===== src/hw/sdspi_settings.svh =====
`ifndef SDSPI_SETTINGS_SVH
`define SDSPI_SETTINGS_SVH

// Register bus widths
`define SDSPI_DATA_BITS 32
`define SDSPI_ADDR_BITS 4

// Byte FIFO depth as log2, 16 entries
`define SDSPI_FIFO_LOG2 4

// Transfer byte counter width
`define SDSPI_CNT_BITS 16

// Register word indexes
`define SDSPI_REG_SCKDIV 4'd0
`define SDSPI_REG_CTRL   4'd1
`define SDSPI_REG_TXDATA 4'd2
`define SDSPI_REG_RXDATA 4'd3

`endif


===== src/hw/sdspi_pkg.sv =====
`include "sdspi_settings.svh"

package sdspi_pkg;

    // Host register request
    typedef struct packed {
        logic [`SDSPI_ADDR_BITS-1:0] addr;      // Word index
        logic                        write;
        logic [`SDSPI_DATA_BITS-1:0] wdata;
    } reg_req_t;

    // Host register response
    typedef struct packed {
        logic [`SDSPI_DATA_BITS-1:0] rdata;
    } reg_resp_t;

    // Transfer command from the CTRL register
    typedef struct packed {
        logic                       generate_crc;  // Append CRC7 byte after data
        logic                       rx_ena;        // Receive instead of transmit
        logic [`SDSPI_CNT_BITS-1:0] byte_cnt;
    } xfer_cmd_t;

    // SPI engine states, readable through CTRL[6:4]
    typedef enum logic [2:0] {
        st_idle      = 3'h0,
        st_wait_edge = 3'h1,
        st_send      = 3'h2,
        st_recv      = 3'h3,
        st_ending    = 3'h5
    } spi_state_e;

endpackage


===== src/hw/byte_fifo.sv =====
`timescale 1ns/10ps

module byte_fifo #(
    parameter int log2_depth = 4
) (
    input  logic       i_clk,
    input  logic       i_nrst,
    input  logic [7:0] i_data,      // Push side
    input  logic       i_valid,
    output logic       o_ready,     // Low when full
    output logic [7:0] o_data,      // Head byte
    output logic       o_valid,     // High when not empty
    input  logic       i_ready      // Pop request
);

localparam logic [log2_depth:0] depth = {1'b1, {log2_depth{1'b0}}};

logic [7:0]            mem [0:(1 << log2_depth)-1];
logic [log2_depth-1:0] wr_ptr;
logic [log2_depth-1:0] rd_ptr;
logic [log2_depth:0]   count;
logic                  w_push;
logic                  w_pop;

assign o_ready = (count != depth);
assign o_valid = (count != '0);
assign o_data  = mem[rd_ptr];           // Visible the cycle after a push

assign w_push = i_valid & o_ready;
assign w_pop  = i_ready & o_valid;

always_ff @(posedge i_clk or negedge i_nrst) begin
    if (!i_nrst) begin
        wr_ptr <= '0;
        rd_ptr <= '0;
        count  <= '0;
    end else begin
        if (w_push) begin
            wr_ptr <= wr_ptr + 1'b1;
        end
        if (w_pop) begin
            rd_ptr <= rd_ptr + 1'b1;
        end
        case ({w_push, w_pop})
            2'b10:   count <= count + 1'b1;
            2'b01:   count <= count - 1'b1;
            default: count <= count;    // Both or neither
        endcase
    end
end

always_ff @(posedge i_clk) begin
    if (w_push) begin
        mem[wr_ptr] <= i_data;
    end
end

// Pointers may meet on a push only while the buffer is empty
a_no_overflow: assert property (@(posedge i_clk) disable iff (!i_nrst)
    w_push |-> (wr_ptr != rd_ptr) || (count == '0));

// Pointers may meet on a pop only while the buffer is full
a_no_underflow: assert property (@(posedge i_clk) disable iff (!i_nrst)
    w_pop |-> (wr_ptr != rd_ptr) || (count == depth));

endmodule


===== src/hw/sdspi_regs.sv =====
`timescale 1ns/10ps

`include "sdspi_settings.svh"

module sdspi_regs import sdspi_pkg::*; (
    input  logic        i_clk,
    input  logic        i_nrst,
    input  reg_req_t    i_req,
    input  logic        i_req_valid,
    output logic        o_req_ready,
    output reg_resp_t   o_resp,
    output logic        o_resp_valid,
    input  logic        i_resp_ready,
    output xfer_cmd_t   o_cmd,          // Command slot
    output logic        o_cmd_valid,
    input  logic        i_cmd_ready,
    output logic [15:0] o_sckdiv,       // Half-period divider
    input  spi_state_e  i_state,
    output logic [7:0]  o_tx_data,      // Tx FIFO push
    output logic        o_tx_valid,
    input  logic        i_tx_ready,
    input  logic [7:0]  i_rx_data,      // Rx FIFO pop
    input  logic        i_rx_valid,
    output logic        o_rx_ready
);

logic                        w_accept;
logic                        w_wr;
logic                        w_rd;
logic                        w_busy;
logic [`SDSPI_DATA_BITS-1:0] w_rdata;
logic [15:0]                 sckdiv;
xfer_cmd_t                   cmd;
logic                        cmd_valid;
reg_resp_t                   resp;
logic                        resp_valid;

// New request only once the previous response leaves
assign o_req_ready = ~resp_valid | i_resp_ready;
assign w_accept    = i_req_valid & o_req_ready;
assign w_wr        = w_accept & i_req.write;
assign w_rd        = w_accept & ~i_req.write;

assign w_busy = cmd_valid | (i_state != st_idle);

assign o_tx_data  = i_req.wdata[7:0];
assign o_tx_valid = w_wr & (i_req.addr == `SDSPI_REG_TXDATA);   // Dropped when full
assign o_rx_ready = w_rd & (i_req.addr == `SDSPI_REG_RXDATA);

always_comb begin
    w_rdata = '0;
    case (i_req.addr)
        `SDSPI_REG_SCKDIV: begin
            w_rdata[15:0] = sckdiv;
        end
        `SDSPI_REG_CTRL: begin
            w_rdata[3]     = w_busy;
            w_rdata[6:4]   = i_state;
            w_rdata[7]     = cmd.generate_crc;
            w_rdata[8]     = cmd.rx_ena;
            w_rdata[31:16] = cmd.byte_cnt;
        end
        `SDSPI_REG_TXDATA: begin
            w_rdata[31] = ~i_tx_ready;  // Tx FIFO full
        end
        `SDSPI_REG_RXDATA: begin
            w_rdata[7:0] = i_rx_data;
            w_rdata[31]  = ~i_rx_valid; // Rx FIFO empty
        end
        default: begin
            w_rdata = '0;
        end
    endcase
end

always_ff @(posedge i_clk or negedge i_nrst) begin
    if (!i_nrst) begin
        sckdiv    <= '0;
        cmd       <= '0;
        cmd_valid <= 1'b0;
    end else begin
        if (w_wr && (i_req.addr == `SDSPI_REG_SCKDIV)) begin
            sckdiv <= i_req.wdata[15:0];
        end
        if (w_wr && (i_req.addr == `SDSPI_REG_CTRL)) begin
            cmd.generate_crc <= i_req.wdata[7];
            cmd.rx_ena       <= i_req.wdata[8];
            cmd.byte_cnt     <= i_req.wdata[31:16];
            cmd_valid        <= 1'b1;   // Overwrites a pending command
        end else if (i_cmd_ready) begin
            cmd_valid <= 1'b0;
        end
    end
end

always_ff @(posedge i_clk or negedge i_nrst) begin
    if (!i_nrst) begin
        resp_valid <= 1'b0;
    end else if (w_accept) begin
        resp_valid <= 1'b1;
    end else if (i_resp_ready) begin
        resp_valid <= 1'b0;
    end
end

always_ff @(posedge i_clk) begin
    if (w_accept) begin
        resp.rdata <= w_rdata;
    end
end

assign o_resp       = resp;
assign o_resp_valid = resp_valid;
assign o_cmd        = cmd;
assign o_cmd_valid  = cmd_valid;
assign o_sckdiv     = sckdiv;

// Held response keeps both its data and its valid
a_resp_stable: assert property (@(posedge i_clk) disable iff (!i_nrst)
    (resp_valid && !i_resp_ready) |=> resp_valid && $stable(resp));

endmodule


===== src/hw/sdspi_engine.sv =====
`timescale 1ns/10ps

`include "sdspi_settings.svh"

module sdspi_engine import sdspi_pkg::*; (
    input  logic        i_clk,
    input  logic        i_nrst,
    input  logic [15:0] i_sckdiv,
    input  xfer_cmd_t   i_cmd,
    input  logic        i_cmd_valid,
    output logic        o_cmd_ready,    // Only in idle
    input  logic [7:0]  i_tx_data,
    input  logic        i_tx_valid,
    output logic        o_tx_ready,     // Takes a byte from the Tx FIFO
    output logic [7:0]  o_rx_data,
    output logic        o_rx_valid,
    input  logic        i_rx_ready,
    output spi_state_e  o_state,
    output logic        o_sclk,
    output logic        o_cs_n,
    output logic        o_mosi,
    input  logic        i_miso
);

logic [15:0]                div_q;
logic [15:0]                scaler_cnt;
logic                       level;
spi_state_e                 state;
logic                       cs;
logic [7:0]                 shiftreg;
logic [2:0]                 bit_cnt;
logic [`SDSPI_CNT_BITS-1:0] byte_cnt;
logic                       generate_crc;
logic                       rx_ena;
logic                       rx_synced;      // Start bit seen
logic                       rx_push;
logic [6:0]                 crc7;
logic [7:0]                 tx_val;         // Next byte to send
logic [7:0]                 rx_val;
logic                       w_tick;
logic                       w_posedge;
logic                       w_negedge;
logic                       w_crc_inv;
logic [6:0]                 w_crc_next;
logic                       w_cmd_take;
logic                       w_first_take;
logic                       w_next_take;
logic                       w_crc_take;
logic                       w_byte_done;
logic [7:0]                 w_tx_byte;
logic [7:0]                 w_shift_in;

// Divider of zero never ticks, so the engine freezes
assign w_tick    = (|i_sckdiv) && (i_sckdiv == div_q) && (scaler_cnt == i_sckdiv - 1'b1);
assign w_posedge = w_tick & ~level;
assign w_negedge = w_tick & level;

// CRC7 with x^7 + x^3 + 1 over the bit on MOSI
assign w_crc_inv  = crc7[6] ^ shiftreg[7];
assign w_crc_next = {crc7[5:3], crc7[2] ^ w_crc_inv, crc7[1:0], w_crc_inv};

assign w_shift_in = {shiftreg[6:0], i_miso};
assign w_tx_byte  = i_tx_valid ? i_tx_data : 8'hff;   // Empty FIFO sends idle ones

assign o_cmd_ready  = (state == st_idle);
assign w_cmd_take   = i_cmd_valid & o_cmd_ready;
assign w_first_take = w_cmd_take & (|i_cmd.byte_cnt) & ~i_cmd.rx_ena;
assign w_next_take  = (state == st_send) & w_posedge & (bit_cnt == 3'd0) & (|byte_cnt);
assign w_crc_take   = (state == st_send) & w_posedge & (bit_cnt == 3'd0) & ~(|byte_cnt)
                    & generate_crc;
assign w_byte_done  = (state == st_recv) & w_posedge & (bit_cnt == 3'd0);
assign o_tx_ready   = w_first_take | w_next_take;

always_ff @(posedge i_clk or negedge i_nrst) begin
    if (!i_nrst) begin
        div_q      <= '0;
        scaler_cnt <= '0;
        level      <= 1'b1;
    end else if (i_sckdiv != div_q) begin
        div_q      <= i_sckdiv;         // New divider restarts the scaler
        scaler_cnt <= '0;
    end else if (w_tick) begin
        scaler_cnt <= '0;
        level      <= ~level;
    end else if (|i_sckdiv) begin
        scaler_cnt <= scaler_cnt + 1'b1;
    end
end

always_ff @(posedge i_clk or negedge i_nrst) begin
    if (!i_nrst) begin
        state        <= st_idle;
        cs           <= 1'b0;
        shiftreg     <= '1;
        bit_cnt      <= '0;
        byte_cnt     <= '0;
        generate_crc <= 1'b0;
        rx_ena       <= 1'b0;
        rx_synced    <= 1'b0;
        rx_push      <= 1'b0;
        crc7         <= '0;
    end else begin
        rx_push <= 1'b0;
        case (state)
            st_idle: begin
                if (w_cmd_take) begin
                    generate_crc <= i_cmd.generate_crc;
                    rx_ena       <= i_cmd.rx_ena;
                    rx_synced    <= 1'b0;
                    crc7         <= '0;
                    if (|i_cmd.byte_cnt) begin
                        byte_cnt <= i_cmd.byte_cnt - 1'b1;
                        state    <= st_wait_edge;
                    end
                end
            end
            st_wait_edge: begin
                if (w_negedge) begin
                    if (rx_ena && (!i_rx_ready || rx_push)) begin
                        cs <= 1'b0;             // Hold off until the Rx FIFO has room
                    end else begin
                        cs       <= 1'b1;
                        bit_cnt  <= 3'd7;
                        shiftreg <= tx_val;
                        state    <= rx_ena ? st_recv : st_send;
                    end
                end
            end
            st_send: begin
                if (w_negedge) begin
                    shiftreg <= {shiftreg[6:0], 1'b1};
                    if (|bit_cnt) begin
                        bit_cnt <= bit_cnt - 1'b1;
                    end
                end
                if (w_posedge) begin
                    crc7 <= w_crc_next;
                    if (bit_cnt == 3'd0) begin
                        if (|byte_cnt) begin
                            byte_cnt <= byte_cnt - 1'b1;
                            state    <= st_wait_edge;
                        end else if (generate_crc) begin
                            generate_crc <= 1'b0;   // CRC byte goes out once
                            state        <= st_wait_edge;
                        end else begin
                            state <= st_ending;
                        end
                    end
                end
            end
            st_recv: begin
                if (w_negedge && rx_synced && (|bit_cnt)) begin
                    bit_cnt <= bit_cnt - 1'b1;
                end
                if (w_posedge) begin
                    shiftreg <= w_shift_in;
                    if (!rx_synced) begin
                        rx_synced <= ~i_miso;   // First low bit is the MSB
                    end
                    if (bit_cnt == 3'd0) begin
                        rx_push <= 1'b1;
                        if (|byte_cnt) begin
                            byte_cnt <= byte_cnt - 1'b1;
                            state    <= st_wait_edge;
                        end else begin
                            state <= st_ending;
                        end
                    end
                end
            end
            st_ending: begin
                if (w_negedge) begin
                    cs       <= 1'b0;
                    shiftreg <= '1;
                    state    <= st_idle;
                end
            end
            default: begin
                state <= st_idle;
            end
        endcase
    end
end

always_ff @(posedge i_clk) begin
    if (w_cmd_take) begin
        tx_val <= i_cmd.rx_ena ? 8'hff : w_tx_byte;
    end else if (w_next_take) begin
        tx_val <= w_tx_byte;
    end else if (w_crc_take) begin
        tx_val <= {w_crc_next, 1'b1};           // CRC7 with end bit
    end
    if (w_byte_done) begin
        rx_val <= w_shift_in;
    end
end

assign o_rx_data  = rx_val;
assign o_rx_valid = rx_push;
assign o_state    = state;
assign o_sclk     = level & cs;
assign o_cs_n     = ~cs;
assign o_mosi     = rx_ena | shiftreg[7];      // Receive keeps MOSI high

a_idle_deselected: assert property (@(posedge i_clk) disable iff (!i_nrst)
    (state == st_idle) |-> o_cs_n);

// The wait before each byte guarantees room when the byte lands
a_rx_no_loss: assert property (@(posedge i_clk) disable iff (!i_nrst)
    o_rx_valid |-> i_rx_ready);

endmodule


===== src/hw/sdspi_top.sv =====
`timescale 1ns/10ps

`include "sdspi_settings.svh"

module sdspi_top import sdspi_pkg::*; (
    input  logic      i_clk,
    input  logic      i_nrst,
    input  reg_req_t  i_req,
    input  logic      i_req_valid,
    output logic      o_req_ready,
    output reg_resp_t o_resp,
    output logic      o_resp_valid,
    input  logic      i_resp_ready,
    output logic      o_sclk,
    output logic      o_cs_n,
    output logic      o_mosi,
    input  logic      i_miso
);

xfer_cmd_t   w_cmd;
logic        w_cmd_valid;
logic        w_cmd_ready;
logic [15:0] w_sckdiv;
spi_state_e  w_state;
logic [7:0]  w_txf_wdata;   // Host side of Tx FIFO
logic        w_txf_wvalid;
logic        w_txf_wready;
logic [7:0]  w_txf_rdata;   // Engine side of Tx FIFO
logic        w_txf_rvalid;
logic        w_txf_rready;
logic [7:0]  w_rxf_wdata;   // Engine side of Rx FIFO
logic        w_rxf_wvalid;
logic        w_rxf_wready;
logic [7:0]  w_rxf_rdata;   // Host side of Rx FIFO
logic        w_rxf_rvalid;
logic        w_rxf_rready;

sdspi_regs u_regs (
    .i_clk        (i_clk),
    .i_nrst       (i_nrst),
    .i_req        (i_req),
    .i_req_valid  (i_req_valid),
    .o_req_ready  (o_req_ready),
    .o_resp       (o_resp),
    .o_resp_valid (o_resp_valid),
    .i_resp_ready (i_resp_ready),
    .o_cmd        (w_cmd),
    .o_cmd_valid  (w_cmd_valid),
    .i_cmd_ready  (w_cmd_ready),
    .o_sckdiv     (w_sckdiv),
    .i_state      (w_state),
    .o_tx_data    (w_txf_wdata),
    .o_tx_valid   (w_txf_wvalid),
    .i_tx_ready   (w_txf_wready),
    .i_rx_data    (w_rxf_rdata),
    .i_rx_valid   (w_rxf_rvalid),
    .o_rx_ready   (w_rxf_rready)
);

byte_fifo #(
    .log2_depth (`SDSPI_FIFO_LOG2)
) tx_fifo (
    .i_clk   (i_clk),
    .i_nrst  (i_nrst),
    .i_data  (w_txf_wdata),
    .i_valid (w_txf_wvalid),
    .o_ready (w_txf_wready),
    .o_data  (w_txf_rdata),
    .o_valid (w_txf_rvalid),
    .i_ready (w_txf_rready)
);

byte_fifo #(
    .log2_depth (`SDSPI_FIFO_LOG2)
) rx_fifo (
    .i_clk   (i_clk),
    .i_nrst  (i_nrst),
    .i_data  (w_rxf_wdata),
    .i_valid (w_rxf_wvalid),
    .o_ready (w_rxf_wready),
    .o_data  (w_rxf_rdata),
    .o_valid (w_rxf_rvalid),
    .i_ready (w_rxf_rready)
);

sdspi_engine u_engine (
    .i_clk       (i_clk),
    .i_nrst      (i_nrst),
    .i_sckdiv    (w_sckdiv),
    .i_cmd       (w_cmd),
    .i_cmd_valid (w_cmd_valid),
    .o_cmd_ready (w_cmd_ready),
    .i_tx_data   (w_txf_rdata),
    .i_tx_valid  (w_txf_rvalid),
    .o_tx_ready  (w_txf_rready),
    .o_rx_data   (w_rxf_wdata),
    .o_rx_valid  (w_rxf_wvalid),
    .i_rx_ready  (w_rxf_wready),
    .o_state     (w_state),
    .o_sclk      (o_sclk),
    .o_cs_n      (o_cs_n),
    .o_mosi      (o_mosi),
    .i_miso      (i_miso)
);

endmodule


===== config.mk =====
export PLATFORM = sky130hd
export DESIGN_NAME = sdspi_top
export DESIGN_NICKNAME = d
export VERILOG_FILES = /design/src/hw/sdspi_pkg.sv /design/src/hw/byte_fifo.sv /design/src/hw/sdspi_regs.sv /design/src/hw/sdspi_engine.sv /design/src/hw/sdspi_top.sv
export VERILOG_INCLUDE_DIRS = /design/src /design/src/hw
export SDC_FILE = /design/constraint.sdc
export NUM_CORES = 1
export LEC_CHECK = 0
export BUFFER_PORTS_ARGS = -buffer_cell sky130_fd_sc_hd__buf_2
export CORE_ASPECT_RATIO = 2
export CORE_UTILIZATION = 62
export CTS_BUF_LIST = sky130_fd_sc_hd__clkbuf_8 sky130_fd_sc_hd__clkbuf_16
export DETAILED_ROUTE_END_ITERATION = 10
export PLACE_DENSITY = 0.8
export SYNTH_ARGS = -nofsm -noshare
export SYNTH_HDL_FRONTEND = slang
export SYNTH_SLANG_ARGS = --single-unit

===== constraint.sdc =====
create_clock -name i_clk -period 6.1 [get_ports i_clk]
set_input_delay 0 -clock i_clk [delete_from_list [all_inputs] [get_ports i_clk]]
set_output_delay 0 -clock i_clk [all_outputs]
set_load 0.005 [all_outputs]

* Yosys cells after proc, flatten, opt, wreduce, memory -nomap -nowiden *
Memory sizes are Yosys's and may differ from the RTL's.
Index checks and enable logic that the tools add are counted.

word-level totals
  memories = 2
  bits in registers = 185
  memory bits (writable) = 256
  logic and storage cells = 230

memory list
  memory       depth  width  read ports  clocked after Yosys merged registers in  write ports  RTL line         text
  rx_fifo.mem  16     8      1           0                                        1            byte_fifo.sv:18  logic [7:0] mem [0:(1 << log2_depth)-1];
  tx_fifo.mem  16     8      1           0                                        1            byte_fifo.sv:18

operators by class
  bitwise operators = 38
  reduce and logical (&&, ||, !) cells = 42
  equality and inequality tests = 32
  add/subtract/negate cells = 13
  multiplexer cells = 73

operators by type and width
  kind                     number
  $mux W16                 8
  $mux W8                  10
  $mux W3                  17
  $reduce_or A16 Y1        3
  $sub A16 B1 Y16 const B  3
  $eq A16 B16 Y1           2
  $pmux W16 S2             1
  $pmux W8 S4              1
  $and A1 B1 Y1            22
  $mux W1                  22
  $pmux W5 S2              2
  $reduce_and A6 Y1        3
  $add A16 B1 Y16 const B  1
  $add A4 B1 Y4 const B    4
  $ne A16 B16 Y1           1
  $ne A2 B1 Y1 const B     8
  $ne A2 B2 Y1 const B     8
  $reduce_bool A2 Y1       8
  $pmux W3 S5              1
  $pmux W5 S3              1
  $mux W7                  2
  $pmux W7 S2              1
  $reduce_bool A3 Y1       4
  $add A5 B1 Y5 const B    2
  other kinds (30)         63

* Depth between registers and ports, before layout *
Gate-level depths: netlist of run 1.

  depth in word-level cells = 11
  mapped depth = 22
  mapped depth without buffers = 19

* Cells and area by module *
A second synthesis of run 1 with hierarchy kept.

second synthesis, totals
  cells, all modules = 1487
  area total of the unflattened synthesis = 20079.3 um^2

by module, submodules not included
  module        sequential area each (um^2)  area an instance (um^2)  instances  cells an instance
  byte_fifo     4169.0                       5783.0                   2          331
  sdspi_engine  2368.5                       5629.1                   1          635
  sdspi_regs    1861.8                       2884.0                   1          190

* Worst setup path before layout of run 1 *
Ideal clock, no wire load.

  path type = register to register
  start point = register u_regs.sckdiv[4], in the netlist u_regs.o_sckdiv[4]
  end point = register tx_fifo.count[4]
  stages on the path, launching flop included = 20
  library setup time = 125 ps
  required time = 5975 ps
  slack = 1828 ps
  arrival = 4147 ps
  clock period less this slack = 4272 ps
  path through = dfrtp_1 buf_2 or4_1 clkbuf_1 or4_1 a32o_1 o21ai_2 or3b_4 nor4_4 o21ai_2 inv_1 ha_1 inv_1 fa_1 inv_1 a21o_1 a21oi_1 xnor2_1 nor2_1 xor2_1

between the ends
  cells in the longest elaborated chain, start to end = 11
  elaborated cells between the ends (all ways) = 16
  classes of those cells = add/sub: 1; eq/ne: 4; mux: 1; bitwise: 6; reduce/logical: 4

ends and longest elaborated chain
  item                                                          RTL line            text
  from (decl)                                                   sdspi_regs.sv:32    logic [15:0] sckdiv;
  from (signal assigned)                                        sdspi_regs.sv:83    sckdiv <= i_req.wdata[15:0];
  $sub A16 B1 Y16 (tied with other cells)                       sdspi_engine.sv:54  assign w_tick = (|i_sckdiv) && (i_sckdiv == div_q) && (scaler_cnt == i_sckdiv - 1'b1);
  $eq A16 B16 Y1 / $logic_and A1 B1 Y1 (equally long branches)  sdspi_engine.sv:54
  $logic_and A1 B1 Y1 *                                         sdspi_engine.sv:54
  $and A1 B1 Y1 *                                               sdspi_engine.sv:55  assign w_posedge = w_tick & ~level;
  $and A1 B1 Y1 * (3 in series)                                 sdspi_engine.sv:68  assign w_next_take = (state == st_send) & w_posedge & (bit_cnt == 3'd0) & (|byte_cnt);
  $or A1 B1 Y1 *                                                sdspi_engine.sv:72  assign o_tx_ready = w_first_take | w_next_take;
  $and A1 B1 Y1 *                                               byte_fifo.sv:30     assign w_pop = i_ready & o_valid;
  net tx_fifo.w_pop                                             byte_fifo.sv:23     logic w_pop;
  $eq A2 B1 Y1 / $eq A2 B2 Y1 (equally long branches)           byte_fifo.sv:44     case ({w_push, w_pop})
  $pmux W5 S2 / $reduce_bool A2 Y1 (equally long branches)      -
  to (signal assigned)                                          byte_fifo.sv:45     2'b10: count <= count + 1'b1;
  to (signal assigned)                                          byte_fifo.sv:46     2'b01: count <= count - 1'b1;
  to (signal assigned)                                          byte_fifo.sv:47     default: count <= count;
  to (decl)                                                     byte_fifo.sv:21     logic [log2_depth:0] count;

Mark *: on every way through the listed nets, which the timed path passes. The rest lies on a longest branch.
A chain may end at the register's enable or synchronous reset.

* Worst setup path after layout of run 1 *
  start point = register u_regs.sckdiv[3], in the netlist u_regs.o_sckdiv[3]
  end point = register u_engine.byte_cnt[0]

between the ends
  cells in the longest elaborated chain, start to end = 6
  elaborated cells between the ends (all ways) = 9
  classes of those cells = add/sub: 1; eq/ne: 3; bitwise: 1; reduce/logical: 4

ends and longest elaborated chain
  item                                                          RTL line             text
  $sub A16 B1 Y16 (tied with other cells)                       sdspi_engine.sv:54
  $eq A16 B16 Y1 / $logic_and A1 B1 Y1 (equally long branches)  sdspi_engine.sv:54
  $logic_and A1 B1 Y1 *                                         sdspi_engine.sv:54
  $and A1 B1 Y1 *                                               sdspi_engine.sv:55
  $ne A2 B1 Y1 (no source line) *                               -
  $reduce_and A6 Y1 (no source line) *                          -
  to (signal assigned)                                          sdspi_engine.sv:112  byte_cnt <= i_cmd.byte_cnt - 1'b1;
  to (signal assigned)                                          sdspi_engine.sv:140  byte_cnt <= byte_cnt - 1'b1;
  to (signal assigned)                                          sdspi_engine.sv:163  byte_cnt <= byte_cnt - 1'b1;
  to (decl)                                                     sdspi_engine.sv:32   logic [`SDSPI_CNT_BITS-1:0] byte_cnt;

Mark *: on every way between the ends. The rest lies on a longest branch, timed or not.

==> metrics, run 1 <==
Post-Syn Area 19800 um2; post-placement worst setup slack 1.19 ns; number of antenna violations at the first check in global routing 0; sum of buffers and inverters on the critical path 0; Worst path top cell family by delay simple AND/OR/NAND/NOR gates; share of the yosys chip area belonging to registers 63.6%; Net Sw Frac 26.4%; worst path required time 6.52 ns; cells resized by post-CTS repair 0; Critical Path Max Stage Delay 1.04 ns; wire length reported by the detailed router 45000 um; asr flop ratio synth 31.1%; final core occ 70.0%; maximum count of clock buffers along a single path 3; nets in the synthesized netlist 1440; total iterations of the first detailed-routing run 5; nature of the critical path endpoint flip-flop; most frequent standard cell in the layout excluding fill and tap cells edfxtp_1; Worst Setup Start Kind flip-flop; Core ar. 31400 um2; pin count of the biggest net entering global routing 71; cells traversed along the worst timing path or4_1 > nor4_1 > o211a_1 > o211ai_1 > nor4_2 > nand3_1 > nand2_1 > mux2_2; Detailed Route Iter0 Violations 747; relative contribution of sequential cells to total power 51.1%; placed cell count 1793; shortest clock period the worst path allows after layout 5.07 ns; final setup margin 1.03 ns; highest fanout seen on the critical path 23; slowest library cell on the worst path nor4_2; buffers added on ports 78; detail-routed via count per cell 6.30; Clock Power Share 33.0%; clock transition at the registers of the reported paths 0.07 ns; commonest register cell after synthesis edfxtp_1; number of enable flip-flop cells after synthesis 304; hold violation total from the final report 0; die span in y 254 um; unrepaired setup endpoints after global routing no; Achievable Freq 197 MHz; number of sinks handled by clock tree synthesis 441; share of post-route cells with drive strength above 1 21.3%; root buffer selected by CTS clkbuf_16; signal arrival time at the worst endpoint 5.49 ns; number of DRC violations after detailed routing 0; mean instance size in the synthesized netlist 14.4 um2; synthesis warning total 0; Worst Hold Class input pin to async pin; maximum level of the CTS H-tree 2; die width 128 um; final-layout fill cell count 2072; Finished Layout Cells 1894; largest vdd supply drop 216 uV; result of the run complete, no violations; placer's final routability congestion estimate 0.944; number of global-route vias before repair 12200; starting density of the core 62.9%; antenna-violating nets left 0; vias post-DR 11900; area occupied by registers 12600 um2; Layout Nets 1512; area of combinational cells with multiple inputs 6710 um2; Placement Rows 92; number of antenna diodes 0; internal cell power 5.15 mW; commonest non-fill, non-tap cells in the layout edfxtp_1, dfrtp_1, nand2_1, mux4_2, nor2_1; floorplan die area 32600 um2; synthesis-stage register bit count 441; post-detailed-route wirelength per cell 23.7 um; grt ovf 0; clock latency reported for the late side of the worst-skew pair 0.54 ns; accumulated negative setup slack 0 ns; Gate Count Post-Synth 1373; first-pass GRT wire length 68800 um; Worst Path Class, Setup flip-flop to flip-flop; number of max-cap violations 0; Detail Placement HPWL 30300 um; Final Setup Violations 0; TritonCTS buffer count 37; Synth-to-Final Area Change 11.3%; total routing usage reported by global routing 28.4%; Max transition margin 18.0%; Period Utilization, post-route 83.1%; Slew @ Worst Pin 1.22 ns; Ports 79; NetSw 1.85 mW; total chip power 7.00 mW; final clock skew 0.0180 ns; cell area power density 318 nW/um2; reported leakage power 7.61 nW; final count of pins violating max slew 0; unique cell type count in the Yosys netlist 71; Combinational Power Share 15.9%; CTS tree done
-- worst register-to-register path, cell delays in order, from the launching register on --
cell and delay (ns):
dfrtp_1 0.50, or4_1 0.70, nor4_1 0.41, o211a_1 0.23, o211ai_1 0.11, nor4_2 1.04, nand3_1 1.01, nand2_1 0.57
mux2_2 0.38
-- layout make-up --
class	count	area share [%]
Clock buffer	37	4.21
Sequential cell	441	57.2
Tap cell	423	2.41
Timing Repair Buffer	136	4.19
Inverter	27	0.461
Clock inverter	28	1.08
Multi-Input combinational cell	802	30.5
-- cell usage after synthesis (7+ instances only) --
cell type  number  area share, %
a21oi_1        29           0.73
nor2b_1         9           0.29
nor2_1         79            1.5
a31o_2          7           0.31
mux2i_1        18           0.91
nand2b_1       25           0.79
buf_1          22           0.42
dfrtp_1       128             16
ha_1           23            1.5
xnor2_1        40            1.8
mux4_2         80            9.1
o211a_1         8           0.41
xor2_1         21           0.93
and3_1         19           0.60
o22a_1          8           0.35
inv_1          27           0.51
a211oi_1       17           0.65
or3_1          11           0.35
nand4_1        17           0.54
a31oi_1         9           0.29
clkbuf_1       76            1.4
nor4_1         16           0.51
nand2_1        85            1.6
o211ai_1       15           0.57
edfxtp_1      304             46
and2_1         27           0.86
nand3_1        23           0.58
o31ai_1         8           0.30
nor3_1         34           0.86
o21ai_0        47            1.2
dfstp_2         9            1.2
mux2_2         50            2.9
-- flip-flops by register name, indices dropped and copies added (netlist names), 5 cells and up --
name / count
rx_fifo.mem: 128
tx_fifo.mem: 128
u_regs.o_resp: 32
u_regs.o_cmd: 18
u_engine.byte_cnt: 16
u_engine.div_q: 16
u_engine.scaler_cnt: 16
u_regs.o_sckdiv: 16
u_engine.o_rx_data: 8
u_engine.shiftreg: 8
u_engine.tx_val: 8
u_engine.crc7: 7
rx_fifo.count: 5
tx_fifo.count: 5
-- per-layer routing --
layer | track usage, % | share of wire [%] | vias to the layer above
met3 | 3.25 | 4.0 | 141
met5 | 0 | 0 | -
met2 | 51.7 | 54 | 459
li1 | - | - | 5339
met1 | 31.0 | 35 | 5997
met4 | 18.8 | 6.6 | 0
-- worst paths after layout --
path	startpoint	to	slack, ns	cells past startpoint
setup / recovery	u_regs.o_sckdiv[3]$_DFFE_PN0P_	u_engine.byte_cnt[0]$_DFFE_PN0P_	1.03	8
hold reg to reg	tx_fifo.count[4]$_DFFE_PN0P_	tx_fifo.count[4]$_DFFE_PN0P_	0.50	1
max in group asynchronous	i_nrst	tx_fifo.rd_ptr[1]$_DFFE_PN0P_	4.61	3
hold / removal	i_nrst	u_engine.byte_cnt[4]$_DFFE_PN0P_	0.04	2
setup reg to reg	u_regs.o_sckdiv[3]$_DFFE_PN0P_	u_engine.byte_cnt[0]$_DFFE_PN0P_	1.03	8
min in group i_clk	i_req[32]	rx_fifo.rd_ptr[0]$_DFFE_PN0P_	0.06	5
-- per-stage QoR --
step / hold slack (ns) / area, um2
6_report: 0.0369 / 22000
5_1_grt: 0.0904 / 22000
4_1_cts: 0.0557 / 22000
3_5_place_dp: 0.0640 / 20500
3_3_place_gp: 0.0676 / 20500
2_1_floorplan: -0.296 / 19800
-- repair_timing --
item | 4_1_cts | 5_1_grt
hold buffers | 36 | 0
buffers inserted | 0 | 0
endpoints found under the hold margin | 231 | 0
-- power by group through the flow --
stage | clock network [mW] | logic, mW | registers, mW
global route | 2.44 | 1.22 | 3.59
CTS | 2.34 | 1.11 | 3.57
floorplan | 0 | 0.881 | 3.52
finish | 2.31 | 1.11 | 3.57
global placement | 0 | 1.06 | 3.62
detailed placement | 0 | 1.08 | 3.63
-- cell families after synthesis --
kind of cell,count (synthesis),share of synthesized area (%)
AOI/OAI and AO/OA,193,6.78
xor gates and xnor gates,61,2.70
adders and majority gates,25,1.66
buffers and inverters,130,2.51
DFF,441,63.6
muxes,149,12.9
and+or+nand+nor,374,9.77
Power figures use the tool's default switching activity.
==> inputs of run 2 (changes only) <==
--- a/config.mk
+++ b/config.mk
@@ -8,10 +8,10 @@
 export LEC_CHECK = 0
 export BUFFER_PORTS_ARGS = -buffer_cell sky130_fd_sc_hd__buf_2
 export CORE_ASPECT_RATIO = 2
-export CORE_UTILIZATION = 62
+export CORE_UTILIZATION = 56
 export CTS_BUF_LIST = sky130_fd_sc_hd__clkbuf_8 sky130_fd_sc_hd__clkbuf_16
 export DETAILED_ROUTE_END_ITERATION = 10
-export PLACE_DENSITY = 0.8
+export PLACE_DENSITY = 0.76
 export SYNTH_ARGS = -nofsm -noshare
 export SYNTH_HDL_FRONTEND = slang
 export SYNTH_SLANG_ARGS = --single-unit
==> constraint.sdc (replaced) <==
create_clock -name i_clk -period 4.3 [get_ports i_clk]
set_input_delay 0 -clock i_clk [delete_from_list [all_inputs] [get_ports i_clk]]
set_output_delay 0 -clock i_clk [all_outputs]
set_load 0.005 [all_outputs]
==> run 2 against run 1 <==
Compared with the run above:
- power rose by 46%
- via count rose by 2.6%
- sequential cell count did not move
- core utilization fell by 5.7 points
- sequential power rose by 43%
- combinational power rose by 47%
- worst setup slack got worse by 0.87 ns
- clock power rose by 49%
- global-route usage fell by 2.0 points
==> metrics, run 2 (synthesis gave the netlist of run 1 again) <==
result of the run complete, no violations (unchanged); most used cell along the critical path inv_1; post-detailed-route wirelength per cell 23.7 um (about the same); Worst path top cell family by delay simple AND/OR/NAND/NOR gates (unchanged); Detail Placement HPWL 31800 um (was 30300 um); most frequent standard cell in the layout excluding fill and tap cells edfxtp_1 (unchanged); root buffer selected by CTS clkbuf_16 (unchanged); internal cell power 7.44 mW (was 5.15 mW); nature of the critical path endpoint flip-flop (unchanged); TritonCTS buffer count 38 (was 37); relative contribution of sequential cells to total power 50.2% (was 51.1%); worst path required time 4.76 ns (was 6.52 ns); starting density of the core 56.7% (was 62.9%); number of antenna violations at the first check in global routing 0 (unchanged); Ports 79 (unchanged); total chip power 10.2 mW (was 7.00 mW); Combinational Power Share 16.0% (was 15.9%); Net Sw Frac 26.9% (was 26.4%); shortest clock period the worst path allows after layout 4.14 ns (was 5.07 ns); grt ovf 0 (unchanged); die width 135 um (was 128 um); number of DRC violations after detailed routing 0 (unchanged); signal arrival time at the worst endpoint 4.60 ns (was 5.49 ns); clock latency reported for the late side of the worst-skew pair 0.54 ns (about the same); Achievable Freq 242 MHz (was 197 MHz); Layout Nets 1545 (was 1512); number of max-cap violations 0 (unchanged); Core ar. 34800 um2 (was 31400 um2); die span in y 268 um (was 254 um); NetSw 2.74 mW (was 1.85 mW); first-pass GRT wire length 71400 um (was 68800 um); Synth-to-Final Area Change 13.3% (was 11.3%); floorplan die area 36100 um2 (was 32600 um2); cells traversed along the worst timing path or4_4 > or4_4 > a32o_1 > o21ai_2 > or3b_4 > nor4_4 > o21ai_2 > inv_1 > ha_4 > inv_1 > fa_2 > inv_1 > a21o_1 > a21oi_1 > xnor2_1 > nor2_1 > xor2_1 (was or4_1 > nor4_1 > o211a_1 > o211ai_1 > nor4_2 > nand3_1 > nand2_1 > mux2_2); largest vdd supply drop 330 uV (was 216 uV); number of antenna diodes 0 (unchanged); wire length reported by the detailed router 46300 um (was 45000 um); Final Setup Violations 0 (unchanged); vias post-DR 12200 (was 11900); Max transition margin 9.73% (was 18.0%); Worst Path Class, Setup flip-flop to flip-flop (unchanged); accumulated negative setup slack 0 ns (unchanged); placer's final routability congestion estimate 0.931 (was 0.944); number of global-route vias before repair 12500 (was 12200); buffers added on ports 78 (unchanged); sum of buffers and inverters on the critical path 3 (was 0); Critical Path Max Stage Delay 0.58 ns (was 1.04 ns); clock transition at the registers of the reported paths 0.07 ns (about the same); final count of pins violating max slew 0 (unchanged); share of post-route cells with drive strength above 1 24.2% (was 21.3%); Period Utilization, post-route 96.2% (was 83.1%); Worst Hold Class input pin to async pin (unchanged); hold violation total from the final report 0 (unchanged); Worst Setup Start Kind flip-flop (unchanged); Detailed Route Iter0 Violations 923 (was 747); CTS tree done (unchanged); final clock skew 0.0153 ns (was 0.0180 ns); maximum count of clock buffers along a single path 3 (unchanged); Slew @ Worst Pin 1.34 ns (was 1.22 ns); total iterations of the first detailed-routing run 6 (was 5); maximum level of the CTS H-tree 2 (unchanged); total routing usage reported by global routing 26.5% (was 28.4%); highest fanout seen on the critical path 4 (was 23); unrepaired setup endpoints after global routing no (unchanged); Placement Rows 97 (was 92); cell area power density 455 nW/um2 (was 318 nW/um2); slowest library cell on the worst path or4_4 (was nor4_2); detail-routed via count per cell 6.28 (was 6.30); Clock Power Share 33.7% (was 33.0%); reported leakage power 7.79 nW (was 7.61 nW); antenna-violating nets left 0 (unchanged); pin count of the biggest net entering global routing 68 (was 71); number of sinks handled by clock tree synthesis 441 (unchanged); commonest non-fill, non-tap cells in the layout edfxtp_1, dfrtp_1, nand2_1, mux4_2, nor2_1 (unchanged)
==> run 2: power groups by stage <==
stage / clock [mW] / combinational, mW / sequential [mW]
4_1_cts: 3.50 / 1.60 / 5.11
3_5_place_dp: 0 / 1.57 / 5.20
6_report: 3.44 / 1.63 / 5.12
5_1_grt: 3.64 / 1.76 / 5.15
3_3_place_gp: 0 / 1.52 / 5.19
2_1_floorplan: 0 / 1.25 / 4.99
==> run 2: worst paths after layout <==
kind                                                      from                               end  slack, ns  depth (start not counted)
worst min register to register  u_regs.o_sckdiv[1]$_DFFE_PN0P_     u_engine.div_q[1]$_DFFE_PN0N_       0.47                          0
max in group asynchronous                               i_nrst  u_engine.byte_cnt[2]$_DFFE_PN0P_       3.26                          3
worst max register to register  u_regs.o_sckdiv[6]$_DFFE_PN0P_      tx_fifo.count[4]$_DFFE_PN0P_       0.16                         17
min in group i_clk                                   i_req[34]   u_regs.o_resp[14]$_SDFFCE_PP0P_       0.09                          3
worst min-delay path                                    i_nrst    u_engine.div_q[14]$_DFFE_PN0N_       0.03                          2
worst max-delay path            u_regs.o_sckdiv[6]$_DFFE_PN0P_      tx_fifo.count[4]$_DFFE_PN0P_       0.16                         17
==> run 2: metrics by stage <==
step                utilization [%]  setup WS, ns  hold slack (ns)  instance area (um2)  std cells
detailed placement             59.5        0.0328           0.0437                20700       1843
CTS                            64.1        0.0266           0.0457                22300       1948
floorplan                         -        0.0276           -0.296                19800       1373
finish                         64.3         0.163           0.0331                22400       1952
global placement               59.5        0.0948           0.0397                20700       1843
global route                   64.3       0.00480           0.0957                22400       1952
==> run 2: final cells by class <==
type,count,area (um2)
Clock buffer,42,1020
Sequential cell,441,12600
Tap cell,445,557
Timing Repair Buffer,168,1160
Multi-Input combinational cell,802,6750
Clock inverter,27,223
Inverter,27,101
Fill cell,2452,12400
==> run 2: layer usage <==
layer / routed length (um) / global-route usage, %
met5: 0 / 0
met4: 2680 / 15.5
met3: 1880 / 2.76
met2: 25500 / 48.4
met1: 16300 / 29.5
==> run 2: timing repair <==
action	in CTS	in global routing
buffers inserted	0	4
hold buffers	36	0
endpoints found under the hold margin	222	0
setup endpoints to repair	0	2
gates resized for setup	0	10
==> inputs of run 3 (changes only) <==
--- a/config.mk
+++ b/config.mk
@@ -8,10 +8,13 @@
 export LEC_CHECK = 0
 export BUFFER_PORTS_ARGS = -buffer_cell sky130_fd_sc_hd__buf_2
 export CORE_ASPECT_RATIO = 2
+export CORE_MARGIN = 3
 export CORE_UTILIZATION = 56
 export CTS_BUF_LIST = sky130_fd_sc_hd__clkbuf_8 sky130_fd_sc_hd__clkbuf_16
 export DETAILED_ROUTE_END_ITERATION = 10
 export PLACE_DENSITY = 0.76
+export REMOVE_ABC_BUFFERS = 1
+export SETUP_SLACK_MARGIN = 0.3
 export SYNTH_ARGS = -nofsm -noshare
 export SYNTH_HDL_FRONTEND = slang
 export SYNTH_SLANG_ARGS = --single-unit
==> run 3 against run 2 <==
Compared with the run above:
- non-clock buffer count up 3
- via count decreased by 1.4%
- core utilization rose by 0.64 points
- cell area is 0.30% higher
- die area grew 4.5%
- combinational power about the same
- routed wire length down 2.7%
- hold slack improved by 0.022 ns
- power fell by 0.38%
==> metrics, run 3 (synthesis gave the netlist of run 1 again) <==
buffers added on ports 78 (unchanged); shortest clock period the worst path allows after layout 3.98 ns (was 4.14 ns); first-pass GRT wire length 71100 um (was 71400 um); clock transition at the registers of the reported paths 0.07 ns (about the same); Max transition margin 30.4% (was 9.73%); maximum count of clock buffers along a single path 3 (unchanged); final-layout fill cell count 2443 (was 2452); Achievable Freq 251 MHz (was 242 MHz); Combinational Power Share 16.3% (was 16.0%); Period Utilization, post-route 92.6% (was 96.2%); die width 139 um (was 135 um); number of antenna violations at the first check in global routing 0 (unchanged); highest fanout seen on the critical path 4 (unchanged); Worst Hold Class input pin to flip-flop (was input pin to async pin); Min-Delay Endpoint rx_fifo.rd_ptr[0]$_DFFE_PN0P_; Net Sw Frac 26.8% (was 26.9%); commonest non-fill, non-tap cells in the layout edfxtp_1, dfrtp_1, nand2_1, mux4_2, nor2_1 (unchanged); most frequent standard cell in the layout excluding fill and tap cells edfxtp_1 (unchanged); Placement Rows 96 (was 97); NetSw 2.72 mW (was 2.74 mW); Critical Path Max Stage Delay 0.54 ns (was 0.58 ns); floorplan die area 37700 um2 (was 36100 um2); placer's final routability congestion estimate 0.875 (was 0.931); number of instances on the worst hold path 6; post-detailed-route wirelength per cell 23.1 um (was 23.7 um); vias post-DR 12100 (was 12200); unrepaired setup endpoints after global routing yes (was no); root buffer selected by CTS clkbuf_16 (unchanged); share of post-route cells with drive strength above 1 24.4% (was 24.2%); placed cell count 1841 (was 1843); Critical R2R Capture tx_fifo.count[4]$_DFFE_PN0P_ (unchanged); number of cells on the worst reg-to-reg path 17 (unchanged); clock latency reported for the late side of the worst-skew pair 0.56 ns (was 0.54 ns); maximum level of the CTS H-tree 2 (unchanged); TritonCTS buffer count 39 (was 38); Finished Layout Cells 1952 (unchanged); pin count of the biggest net entering global routing 48 (was 68); Worst path top cell family by delay simple AND/OR/NAND/NOR gates (unchanged); total iterations of the first detailed-routing run 5 (was 6); die span in y 272 um (was 268 um); final count of pins violating max slew 0 (unchanged); wire length reported by the detailed router 45100 um (was 46300 um); Worst Path Class, Setup flip-flop to flip-flop (unchanged); Detail Placement HPWL 31400 um (was 31800 um); Final Hold Slack 0.0550 ns (was 0.0331 ns); cells traversed along the worst timing path or4_4 > or4_1 > a32o_1 > o21ai_2 > or3b_4 > nor4_4 > o21ai_2 > inv_2 > ha_4 > inv_1 > fa_2 > inv_1 > a21o_1 > a21oi_1 > xnor2_1 > nor2_1 > xor2_1 (was or4_4 > or4_4 > a32o_1 > o21ai_2 > or3b_4 > nor4_4 > o21ai_2 > inv_1 > ha_4 > inv_1 > fa_2 > inv_1 > a21o_1 > a21oi_1 > xnor2_1 > nor2_1 > xor2_1); total routing usage reported by global routing 24.2% (was 26.5%); number of DRC violations after detailed routing 0 (unchanged); number of antenna diodes 0 (unchanged); Layout Nets 1549 (was 1545); Slew @ Worst Pin 1.04 ns (was 1.34 ns); worst path required time 4.73 ns (was 4.76 ns); total cell area at the placement stage 20700 um2 (about the same); Detailed Route Iter0 Violations 779 (was 923); CTS tree done (unchanged); Final Setup Violations 0 (unchanged); result of the run complete, no violations (unchanged); Synth-to-Final Area Change 13.7% (was 13.3%); number of max-cap violations 0 (unchanged); signal arrival time at the worst endpoint 4.41 ns (was 4.60 ns); reported leakage power 7.83 nW (was 7.79 nW); slowest library cell on the worst path or4_4 (unchanged); sum of buffers and inverters on the critical path 3 (unchanged); final clock skew 0.0355 ns (was 0.0153 ns); Clock Power Share 33.5% (was 33.7%); reg-to-reg slack, setup 0.32 ns (was 0.16 ns); launch instance of the worst register-to-register path u_regs.o_sckdiv[6]$_DFFE_PN0P_ (unchanged); largest vdd supply drop 466 uV (was 330 uV); grt ovf 0 (unchanged); detail-routed via count per cell 6.19 (was 6.28); start point of the worst hold path i_req[34]; internal cell power 7.43 mW (was 7.44 mW); relative contribution of sequential cells to total power 50.2% (about the same); final core occ 64.9% (was 64.3%); starting density of the core 57.1% (was 56.7%); cell area power density 452 nW/um2 (was 455 nW/um2); nature of the critical path endpoint flip-flop (unchanged); post-route standard cell area excluding fillers 22500 um2 (was 22400 um2); Ports 79 (unchanged); Worst Setup Start Kind flip-flop (unchanged); antenna-violating nets left 0 (unchanged); hold violation total from the final report 0 (unchanged); number of global-route vias before repair 12700 (was 12500); number of sinks handled by clock tree synthesis 441 (unchanged); Core ar. 34600 um2 (was 34800 um2)
==> run 3: cell count changes in the layout (fill, tap and decap cells not counted), sizes merged <==
cell         previous run  this run
buf                   132       133
clkinv                 10        20
dlygate4sd3            36        38
clkbuf                 42        40
clkinvlp                7         2
inv                    34        32
==> run 3: timing repair <==
action / CTS / global route
setup buffers: 2 / 0
endpoints found under the hold margin: 202 / 0
hold buffers: 39 / 0
setup endpoints to repair: 3 / 2
pin swaps: 4 / 4
gates resized for setup: 9 / 9
==> run 3: metal layers <==
metal	global-route usage, %	part of all wire [%]	wire [um]
met1	26.8	35	15700
met2	45.0	55	24900
met3	2.77	4.0	1800
met4	12.6	5.9	2680
met5	0	0	0
==> run 3: area by class of cell <==
cell class / instances / area (um2) / share of cell area, %
Clock buffer: 40 / 990 / 4.41
Clock inverter: 30 / 245 / 1.09
Inverter: 27 / 101 / 0.451
Multi-Input combinational cell: 802 / 6790 / 30.2
Sequential cell: 441 / 12600 / 56.0
Tap cell: 441 / 552 / 2.46
Timing Repair Buffer: 171 / 1200 / 5.36
==> run 3: worst reg2reg max path, delay by kind of cell, from the launching register on <==
| family | cells | cell delay, ns |
|---|---|---|
| flip-flops | 1 | 0.38 |
| AND/OR/NAND/NOR | 5 | 1.74 |
| AO/OA/AOI/OAI | 5 | 0.68 |
| XOR/XNOR | 2 | 0.31 |
| buffers and inverters | 3 | 0.23 |
| adder cells (fa/ha/maj) | 2 | 0.51 |
==> run 3: power groups by stage <==
| stage | registers (mW) | clock network (mW) | logic [mW] |
|---|---|---|---|
| 2_1_floorplan | 5.15 | 0 | 1.02 |
| 3_3_place_gp | 5.15 | 0 | 1.54 |
| 3_5_place_dp | 5.16 | 0 | 1.58 |
| 4_1_cts | 5.08 | 3.47 | 1.65 |
| 5_1_grt | 5.12 | 3.64 | 1.81 |
| 6_report | 5.09 | 3.40 | 1.65 |
==> run 3: stage by stage <==
step / setup TNS (ns) / setup WS (ns) / total power, mW
2_1_floorplan: -0.133 / -0.133 / 6.17
3_3_place_gp: 0 / 0.137 / 6.69
3_5_place_dp: -0.0228 / -0.0228 / 6.74
4_1_cts: 0 / 0.239 / 10.2
5_1_grt: 0 / 0.133 / 10.6
6_report: 0 / 0.319 / 10.1
==> run 3: worst max-delay path by stage <==
stage | slack, ns | endpoint | start | cells after the start
6_report | 0.32 | tx_fifo.count[4]$_DFFE_PN0P_ | u_regs.o_sckdiv[6]$_DFFE_PN0P_ | 17
3_3_place_gp | 0.14 | tx_fifo.count[4]$_DFFE_PN0P_ | u_regs.o_sckdiv[3]$_DFFE_PN0P_ | 17
4_1_cts | 0.24 | tx_fifo.count[4]$_DFFE_PN0P_ | u_regs.o_sckdiv[6]$_DFFE_PN0P_ | 17
5_1_grt | 0.13 | tx_fifo.count[4]$_DFFE_PN0P_ | u_regs.o_sckdiv[6]$_DFFE_PN0P_ | 17
3_5_place_dp | -0.02 | tx_fifo.count[4]$_DFFE_PN0P_ | u_regs.o_sckdiv[1]$_DFFE_PN0P_ | 19
2_1_floorplan | -0.13 | tx_fifo.count[4]$_DFFE_PN0P_ | u_regs.o_sckdiv[3]$_DFFE_PN0P_ | 17
